File: config.mk
export PLATFORM = sky130hd
export DESIGN_NAME = sync_fifo_top
export DESIGN_NICKNAME = d
export VERILOG_FILES = /design/src/common/fifo_cfg_pkg.sv /design/src/common/fifo_types_pkg.sv /design/src/verilog/fifo_ram.sv /design/src/verilog/fifo_level.sv /design/src/verilog/fifo_access.sv /design/src/verilog/sync_fifo_top.sv
export SDC_FILE = /design/constraint.sdc
export NUM_CORES = 1
export LEC_CHECK = 0
export BUFFER_PORTS_ARGS = -buffer_cell sky130_fd_sc_hd__buf_4
export CORE_UTILIZATION = 45
export DETAILED_ROUTE_END_ITERATION = 8
export PLACE_DENSITY = 0.7
export SYNTH_ARGS = -nofsm -noshare
export SYNTH_HDL_FRONTEND = slang
export SYNTH_SLANG_ARGS = --single-unit
File: constraint.sdc
create_clock -name pos_clk -period 2.5 [get_ports pos_clk]
set_clock_uncertainty 0.05 [all_clocks]
set_input_delay 0.5 -clock pos_clk [delete_from_list [all_inputs] [get_ports pos_clk]]
set_output_delay 0.5 -clock pos_clk [all_outputs]
set_load 0.005 [all_outputs]
File: src/common/fifo_cfg_pkg.sv
// ----------------------------------------------------------
// FIFO configuration constants
// Storage depth, word width and static flag thresholds
// ----------------------------------------------------------

`default_nettype none

package fifo_cfg_pkg;

   // ----------------------------------------------------------
   // Storage geometry
   // ----------------------------------------------------------
   localparam int DEPTH  = 16;          // Number of storage words
   localparam int ADDR_W = 4;           // Address width, log2 of DEPTH
   localparam int CNT_W  = 5;           // Count width, must hold DEPTH itself
   localparam int DATA_W = 18;          // Data word width

   // ----------------------------------------------------------
   // Static thresholds
   // ----------------------------------------------------------
   // Almost-full holds at or above this occupancy
   localparam int AFULL_VAL  = 12;
   // Almost-empty holds at or below this occupancy
   localparam int AEMPTY_VAL = 4;

endpackage : fifo_cfg_pkg

`default_nettype wire

File: src/common/fifo_types_pkg.sv
// ----------------------------------------------------------
// FIFO shared types
// Operation encoding and the bundles passed between the
// access, level and RAM blocks
// ----------------------------------------------------------

`default_nettype none

package fifo_types_pkg;

   // Accepted operation of the current cycle
   typedef enum logic [1:0] {
      op_idle     = 2'b00,    // Nothing accepted
      op_push     = 2'b01,    // Write only
      op_pop      = 2'b10,    // Read only
      op_push_pop = 2'b11     // Write and read together, count holds
   } fifo_op_e;

   // ----------------------------------------------------------
   // Status seen by the access block and the top level
   // ----------------------------------------------------------
   typedef struct packed {
      logic                             full;     // Count equals DEPTH
      logic                             afull;    // Count at or above AFULL_VAL
      logic                             empty;    // Count is zero
      logic                             aempty;   // Count at or below AEMPTY_VAL
      logic [fifo_cfg_pkg::CNT_W-1:0]   count;    // Live occupancy
   } fifo_status_t;

   // ----------------------------------------------------------
   // RAM port bundles
   // ----------------------------------------------------------
   typedef struct packed {
      logic                             we;       // Write strobe
      logic [fifo_cfg_pkg::ADDR_W-1:0]  waddr;    // Write address
      logic [fifo_cfg_pkg::DATA_W-1:0]  wdata;    // Write data
   } mem_wr_t;

   typedef struct packed {
      logic                             re;       // Read strobe
      logic [fifo_cfg_pkg::ADDR_W-1:0]  raddr;    // Read address
   } mem_rd_t;

endpackage : fifo_types_pkg

`default_nettype wire

File: src/verilog/fifo_ram.sv
// ----------------------------------------------------------
// FIFO storage RAM
// Simple dual-port array, one write and one registered read
// per cycle
// ----------------------------------------------------------

`timescale 1ns/100ps
`default_nettype none

module fifo_ram (
   input  wire logic                              pos_clk,
   input  wire fifo_types_pkg::mem_wr_t           mem_wr_i,
   input  wire fifo_types_pkg::mem_rd_t           mem_rd_i,
   output      logic [fifo_cfg_pkg::DATA_W-1:0]   rd_data_o
);

   // DEPTH x DATA_W storage
   logic [fifo_cfg_pkg::DATA_W-1:0] mem [fifo_cfg_pkg::DEPTH];

   // Write port
   always_ff @(posedge pos_clk) begin
      if (mem_wr_i.we) begin
         mem[mem_wr_i.waddr] <= mem_wr_i.wdata;
      end
   end

   // Read port, data valid on the next cycle
   always_ff @(posedge pos_clk) begin
      if (mem_rd_i.re) begin
         rd_data_o <= mem[mem_rd_i.raddr];    // Holds last word otherwise
      end
   end

endmodule : fifo_ram

`default_nettype wire

File: src/verilog/fifo_level.sv
// ----------------------------------------------------------
// FIFO occupancy tracking
// Single up/down counter of stored words. Flags are
// registered from the next count so they track it exactly
// ----------------------------------------------------------

`timescale 1ns/100ps
`default_nettype none

module fifo_level (
   input  wire logic                          pos_clk,
   input  wire logic                          aresetn,
   input  wire fifo_types_pkg::fifo_op_e      op_i,
   output      fifo_types_pkg::fifo_status_t  status_o
);

   logic [fifo_cfg_pkg::CNT_W-1:0]   count_q;    // Current occupancy
   logic [fifo_cfg_pkg::CNT_W-1:0]   count_d;    // Occupancy after this cycle's op
   logic                             full_d;
   logic                             afull_d;
   logic                             empty_d;
   logic                             aempty_d;
   logic                             full_q;
   logic                             afull_q;
   logic                             empty_q;
   logic                             aempty_q;

   // ----------------------------------------------------------
   // Next count
   // ----------------------------------------------------------
   always_comb begin
      unique case (op_i)
         fifo_types_pkg::op_push: count_d = count_q + 1'b1;
         fifo_types_pkg::op_pop:  count_d = count_q - 1'b1;
         // Idle and simultaneous push/pop both hold
         default:                 count_d = count_q;
      endcase
   end

   // Flags as pure functions of the next count
   assign full_d   = (count_d == fifo_cfg_pkg::DEPTH);
   assign empty_d  = (count_d == '0);
   assign afull_d  = (count_d >= fifo_cfg_pkg::AFULL_VAL);
   assign aempty_d = (count_d <= fifo_cfg_pkg::AEMPTY_VAL);

   // ----------------------------------------------------------
   // Count and flag registers
   // ----------------------------------------------------------
   always_ff @(posedge pos_clk or negedge aresetn) begin
      if (!aresetn) begin
         count_q  <= '0;
         full_q   <= 1'b0;
         afull_q  <= 1'b0;
         empty_q  <= 1'b1;      // Starts empty
         aempty_q <= 1'b1;
      end else begin
         count_q  <= count_d;
         full_q   <= full_d;
         afull_q  <= afull_d;
         empty_q  <= empty_d;
         aempty_q <= aempty_d;
      end
   end

   // Status bundle out
   assign status_o = '{
      full:   full_q,
      afull:  afull_q,
      empty:  empty_q,
      aempty: aempty_q,
      count:  count_q
   };

endmodule : fifo_level

`default_nettype wire

File: src/verilog/fifo_access.sv
// ----------------------------------------------------------
// FIFO access control
// Qualifies write/read enables with full/empty, keeps the
// wrapping RAM addresses and registers ack, valid and error
// pulses
// ----------------------------------------------------------

`timescale 1ns/100ps
`default_nettype none

module fifo_access (
   input  wire logic                              pos_clk,
   input  wire logic                              aresetn,
   input  wire logic                              wr_en_i,
   input  wire logic [fifo_cfg_pkg::DATA_W-1:0]   wr_data_i,
   input  wire logic                              rd_en_i,
   input  wire fifo_types_pkg::fifo_status_t      status_i,
   output      fifo_types_pkg::mem_wr_t           mem_wr_o,
   output      fifo_types_pkg::mem_rd_t           mem_rd_o,
   output      fifo_types_pkg::fifo_op_e          op_o,
   output      logic                              wack_o,
   output      logic                              dvld_o,
   output      logic                              overflow_o,
   output      logic                              underflow_o
);

   logic                              we_acc;    // Write accepted this cycle
   logic                              re_acc;    // Read accepted this cycle
   logic [fifo_cfg_pkg::ADDR_W-1:0]   waddr_q;
   logic [fifo_cfg_pkg::ADDR_W-1:0]   raddr_q;

   // Address step with explicit wrap at DEPTH-1
   function automatic logic [fifo_cfg_pkg::ADDR_W-1:0] next_addr(
      input logic [fifo_cfg_pkg::ADDR_W-1:0] addr
   );
      if (addr == fifo_cfg_pkg::DEPTH - 1) begin
         return '0;
      end
      return addr + 1'b1;
   endfunction

   // ----------------------------------------------------------
   // Acceptance and op encoding
   // ----------------------------------------------------------
   assign we_acc = wr_en_i & ~status_i.full;     // Refused while full
   assign re_acc = rd_en_i & ~status_i.empty;    // Refused while empty

   always_comb begin
      unique case ({re_acc, we_acc})
         2'b01:   op_o = fifo_types_pkg::op_push;
         2'b10:   op_o = fifo_types_pkg::op_pop;
         2'b11:   op_o = fifo_types_pkg::op_push_pop;
         default: op_o = fifo_types_pkg::op_idle;
      endcase
   end

   // RAM ports, strobes go straight through
   assign mem_wr_o = '{we: we_acc, waddr: waddr_q, wdata: wr_data_i};
   assign mem_rd_o = '{re: re_acc, raddr: raddr_q};

   // ----------------------------------------------------------
   // Addresses and pulses
   // ----------------------------------------------------------
   always_ff @(posedge pos_clk or negedge aresetn) begin
      if (!aresetn) begin
         waddr_q     <= '0;
         raddr_q     <= '0;
         wack_o      <= 1'b0;
         dvld_o      <= 1'b0;
         overflow_o  <= 1'b0;
         underflow_o <= 1'b0;
      end else begin
         if (we_acc) waddr_q <= next_addr(waddr_q);
         if (re_acc) raddr_q <= next_addr(raddr_q);
         wack_o      <= we_acc;                       // One cycle after write
         dvld_o      <= re_acc;                       // Lines up with RAM read data
         overflow_o  <= wr_en_i & status_i.full;      // Write attempt while full
         underflow_o <= rd_en_i & status_i.empty;     // Read attempt while empty
      end
   end

endmodule : fifo_access

`default_nettype wire

File: src/verilog/sync_fifo_top.sv
// ----------------------------------------------------------
// Single-clock FIFO, top level
// Ties access control, occupancy tracking and storage RAM
// together. Standard read mode, data one cycle after read
// ----------------------------------------------------------

`timescale 1ns/100ps
`default_nettype none

module sync_fifo_top (
   input  wire logic                              pos_clk,
   input  wire logic                              aresetn,
   // Write side
   input  wire logic                              wr_en_i,
   input  wire logic [fifo_cfg_pkg::DATA_W-1:0]   wr_data_i,
   // Read side
   input  wire logic                              rd_en_i,
   output      logic [fifo_cfg_pkg::DATA_W-1:0]   rd_data_o,
   // Handshake and error pulses
   output      logic                              dvld_o,
   output      logic                              wack_o,
   output      logic                              overflow_o,
   output      logic                              underflow_o,
   // Flags and live count
   output      fifo_types_pkg::fifo_status_t      status_o
);

   // ----------------------------------------------------------
   // Internal wiring
   // ----------------------------------------------------------
   fifo_types_pkg::mem_wr_t   mem_wr;     // Access -> RAM write port
   fifo_types_pkg::mem_rd_t   mem_rd;     // Access -> RAM read port
   fifo_types_pkg::fifo_op_e  op;         // Access -> level, accepted op

   // Enable qualification, addresses and pulses
   fifo_access i_fifo_access (
      .pos_clk      (pos_clk),
      .aresetn      (aresetn),
      .wr_en_i      (wr_en_i),
      .wr_data_i    (wr_data_i),
      .rd_en_i      (rd_en_i),
      .status_i     (status_o),
      .mem_wr_o     (mem_wr),
      .mem_rd_o     (mem_rd),
      .op_o         (op),
      .wack_o       (wack_o),
      .dvld_o       (dvld_o),
      .overflow_o   (overflow_o),
      .underflow_o  (underflow_o)
   );

   // Count and flags, sole owner
   fifo_level i_fifo_level (
      .pos_clk   (pos_clk),
      .aresetn   (aresetn),
      .op_i      (op),
      .status_o  (status_o)
   );

   // Storage with registered read
   fifo_ram i_fifo_ram (
      .pos_clk    (pos_clk),
      .mem_wr_i   (mem_wr),
      .mem_rd_i   (mem_rd),
      .rd_data_o  (rd_data_o)
   );

endmodule : sync_fifo_top

`default_nettype wire

[Word-level counts from Yosys, hierarchy flattened]
Memories as Yosys holds them, arrays and structs flattened. A register that Yosys moved wholly into a read port is not among the register bits.
Cells that the tools add are included.
Storage, ports and cells
  register bits: 21
  bits in writable memories: 288
  bits of input ports: 22
  output and inout bits: 31
  word-level logic and storage cells: 45
  memories kept: 1
Memory list
  i_fifo_ram.mem: words 16, bits a word 18, rd ports 1, clocked after Yosys merged registers in 1, write ports 1, RTL line fifo_ram.sv:18  | logic [fifo_cfg_pkg::DATA_W-1:0] mem [fifo_cfg_pkg::DEPTH];
Operators by class
  add/subtract/negate cells: 4
  $lt $le $gt $ge: 2
  eq/ne operators: 8
  mux-type cells: 12
  bitwise gates (word level): 6
  reduce and logical (&&, ||, !) cells: 1
Operators by type and width (number)
  $mux W4: 4
  $pmux W5 S2: 1
  $add A4 B1 Y4 const B: 2
  $eq A4 B4 Y1 const B: 2
  $eq A2 B2 Y1 const B: 3
  $mux W1: 6
  $pmux W2 S3: 1
  $add A5 B1 Y5 const B: 1
  $eq A5 B5 Y1 const B: 1
  $ge A5 B4 Y1 const B: 1
  $le A5 B3 Y1 const B: 1
  $logic_not A5 Y1: 1
  $sub A5 B1 Y5 const B: 1
  $and A1 B1 Y1: 4
  $eq A2 B1 Y1 const B: 2
  $not A1 Y1: 2

[Depth between registers and ports, before layout]
  depth in word-level cells: 7
  mapped depth: 12
  depth with buffers taken out: 11

[Modules after synthesis]
Synthesis repeated with hierarchy kept, for this count alone.
Unflattened totals
  cells, all modules: 602
  area total of the unflattened synthesis: 12764.7 µm²
By module, submodules not included
  fifo_ram: instances 1, cells an instance 482, area an instance 11503.5 µm², seq. area each 9188.8 µm²
  fifo_access: instances 1, cells an instance 66, area an instance 678.2 µm², seq. area each 300.3 µm²
  fifo_level: instances 1, cells an instance 54, area an instance 583.1 µm², seq. area each 227.7 µm²

[Worst setup path before layout]
No wires, ideal clock.
  kind: input port to flip-flop
  from: input rd_en_i
  to: register i_fifo_level.full_q
  setup time: 0.088 ns
  data arrival time: 2.406 ns
  required time: 2.362 ns
  path slack: -0.045 ns
  cell stages on the path: 12
  path buffers: 1
  path through: nand2b_1 -> buf_6 -> inv_6 -> nand2_1 -> xnor2_1 -> ha_1 -> or4b_4 -> nor3_4 -> nor3_4 -> nor2_4 -> xor2_2 -> nor3b_1
RTL lines
  start: declaration: RTL line sync_fifo_top.sv:17  | input wire logic rd_en_i,
  end signal: assignment: RTL line fifo_level.sv:58  | full_q <= full_d;
  end: declaration: RTL line fifo_level.sv:23  | logic full_q;

==> out/results.txt <==
outcome = finished, violations left
violated checks = setup timing
die footprint = 29,100 um2
Initial Util = 0.459
ys flop type = edfxtp_1
top routing layer used = met5
end of the critical path = i_fifo_level.afull_q
Die Wd = 171 um
Worst R2R Start = i_fifo_level.empty_q
CTS tree = built
share of synthesized area occupied by flip-flops and latches = 0.760
CTS Buffer Depth = 3
EDFF count, synth = 306
Clock Sinks = 327
most common cell after layout, fill and taps aside = edfxtp_1
clock root buffer = clkbuf_16
met1 WL = 9.81 mm
R2R setup slack = -0.05 ns
Final Hold Fails = 0
IO buf count = 52
CP Max Fanout = 4
Core ar. = 27,900 um2
syn_area_per_cell = 22.6 um2
wire length on met2 = 13.7 mm
RSZ-0062 raised after global routing = yes
Final setup viols = 4
insertion delay to the later sink of the worst-skew pair = 0.57 ns
Lkg Pwr = 4.98 nW
number of CTS-inserted buffers = 30
worst r2r dst = i_fifo_level.afull_q
Tcrit/Tclk final = 1.02
Site Rows = 61
H-tree levels = 1
most frequent cells in the layout = edfxtp_1, mux4_2, buf_4
Worst Reg-to-Reg Cells = 11
Worst Slack Setup Final = -0.0493 ns
crit path launch = i_fifo_level.empty_q
vias per std cell = 5.55
Final HPWL DP = 14.6 mm
slew at the pin closest to its max-slew limit = 0.541 ns
Worst Hold Class = in2reg
Syn. warnings = 0
Syn Nets = 594
post-synthesis cell count = 565
metal3 WL = 1.49 mm
Util after Layout = 0.541
DRT iter0 DRCs = 547
Post-Route WL = 25.6 mm
grt ovf = 0
CP endpoint kind = register
largest net degree at the start of global routing = 51
Post-Syn Area = 12,800 um2
Non-Filler Instances = 1,063
library cells used by synthesis = 49
fmax = 0.392 GHz
Crit Path Category = reg2reg
max_slew headroom = 0.639
GPL Wtd Cong = 0.816
max cap viols = 0
Area Growth Syn to Fin = 17.9%
Initial DRT Pass Iterations = 7
vias in the first global route = 6,130
Final Net Count = 691
cell area power density = 1110 nW/um2
CP Data Arrival Time = 2.92 ns
IO Pins = 53
drc violations = 0
DRT antenna net count = 0
dpl cells = 1,005
clock slew at reported path FFs = 0.06 ns
vias = 5,903
antenna violations before repair = 1
fill count = 2,053
WP data required = 2.87 ns
GRT Total Usage = 0.182
Pins Over Slew Limit = 0
diodes inserted = 0
Worst IR Drop VDD = 0.000544 V
asr flop ratio synth = 0.0642
layout cells sized above 1 = 0.362
Die H = 171 um
drt wl/cell = 24.1 um
first-pass GRT wire length = 38.0 mm
Setup crit start kind = register
fin crit period = 2.55 ns
number of synthesized register bits = 327
==> per-layer routing <==
metal	up-vias	GRT usage
met5	-	0
li1	2551	-
met3	42	0.0248
met1	3113	0.231
met2	195	0.325
met4	2	0.0576
==> layout make-up <==
class	instances	area [um2]	share of cell area
Multi-Input combinational cell	197	2860	0.190
Inverter	8	46.3	0.00307
Sequential cell	327	9720	0.645
Clock buffer	38	781	0.0518
Tap cell	378	473	0.0314
Clock inverter	17	213	0.0141
Timing Repair Buffer	98	988	0.0655
==> registers in the layout, indices dropped and copies added (netlist names) <==
signal                     cells
i_fifo_level.count_q           5
i_fifo_level.full_q            1
i_fifo_ram.mem               288
i_fifo_level.empty_q           1
i_fifo_level.afull_q           1
i_fifo_access.dvld_o           1
i_fifo_access.overflow_o       1
i_fifo_access.waddr_q          4
i_fifo_access.underflow_o      1
i_fifo_access.raddr_q          4
i_fifo_access.wack_o           1
i_fifo_ram.rd_data_o          18
i_fifo_level.aempty_q          1
==> logic make-up after synthesis <==
family	share of synthesized area
xor+xnor	0.00743
buf+inv	0.0214
mux	0.161
compound gates	0.0135
flops	0.760
simple gates	0.0307
fa+ha+maj	0.00685
==> per-stage QoR <==
stage	hold slack [ns]	setup slack [ns]	power, mW	TNS, ns	instance area [um2]
after floorplan	0.154	0.000847	10.6	0	12800
after global placement	0.351	-0.0228	12.1	-0.0332	14000
after detailed placement	0.357	-0.102	12.3	-0.337	14000
after CTS	0.103	0.00225	16.8	0	15000
after global routing	0.127	-0.146	17.4	-0.504	15100
final	0.141	-0.0493	16.7	-0.149	15100
==> how the worst min path moves through the flow <==
stage / startpoint / to / slack [ns] / cells after the start
floorplan: aresetn / i_fifo_access.dvld_o / 0.15 / 0
global placement: aresetn / i_fifo_access.overflow_o / 0.35 / 1
detailed placement: aresetn / i_fifo_access.overflow_o / 0.36 / 1
CTS: wr_en_i / i_fifo_access.overflow_o / 0.10 / 2
global route: rd_en_i / i_fifo_access.underflow_o / 0.13 / 2
finish: wr_en_i / i_fifo_access.overflow_o / 0.14 / 2
==> synth_stat cells, types with 3 or more instances <==
cell type	instances	area [um2]
inv_1	6	22.5
mux4_2	86	1940
buf_4	4	30.0
nand2_1	14	52.6
mux4_1	4	105
nand3_1	6	30.0
buf_6	8	90.1
ha_1	7	87.6
nor3_1	3	15.0
nor2_1	3	11.3
dfrtp_1	19	475
a21oi_1	4	20.0
edfxtp_1	306	9190
and2_1	19	119
xnor2_1	7	61.3
buf_2	6	30.0
clkbuf_1	11	41.3
o21ai_0	6	30.0
nand4_1	5	31.3
nand2b_1	3	18.8
==> critical path: stages (launching register included) <==
cell and delay (ns):
dfstp_2 0.55, nand2b_4 0.19, inv_16 0.05, nand2_8 0.05, xnor2_2 0.11, ha_2 0.25, or4b_4 0.48, nor3_4 0.20
nor3_4 0.10, xnor2_1 0.14, o21ai_1 0.13, o311ai_1 0.10
==> report_power, final <==
part / total (mW) / internal (mW) / leakage [nW] / switching [mW]
logic: 4.85 / 2.63 / 1.48 / 2.22
registers: 7.32 / 6.87 / 3.03 / 0.449
clock network: 4.54 / 2.63 / 0.473 / 1.91
total: 16.7 / 12.1 / 4.98 / 4.58
==> what timing repair did <==
action | 4_1_cts | 5_1_grt
hold buffers | 1 | 0
setup buffers | 1 | 1
pin swaps | 1 | 3
endpoints found under the hold margin | 19 | 0
gates resized for setup | 1 | 4
endpoints found under the setup margin | 4 | 4
Power figures use the tool's default switching activity.
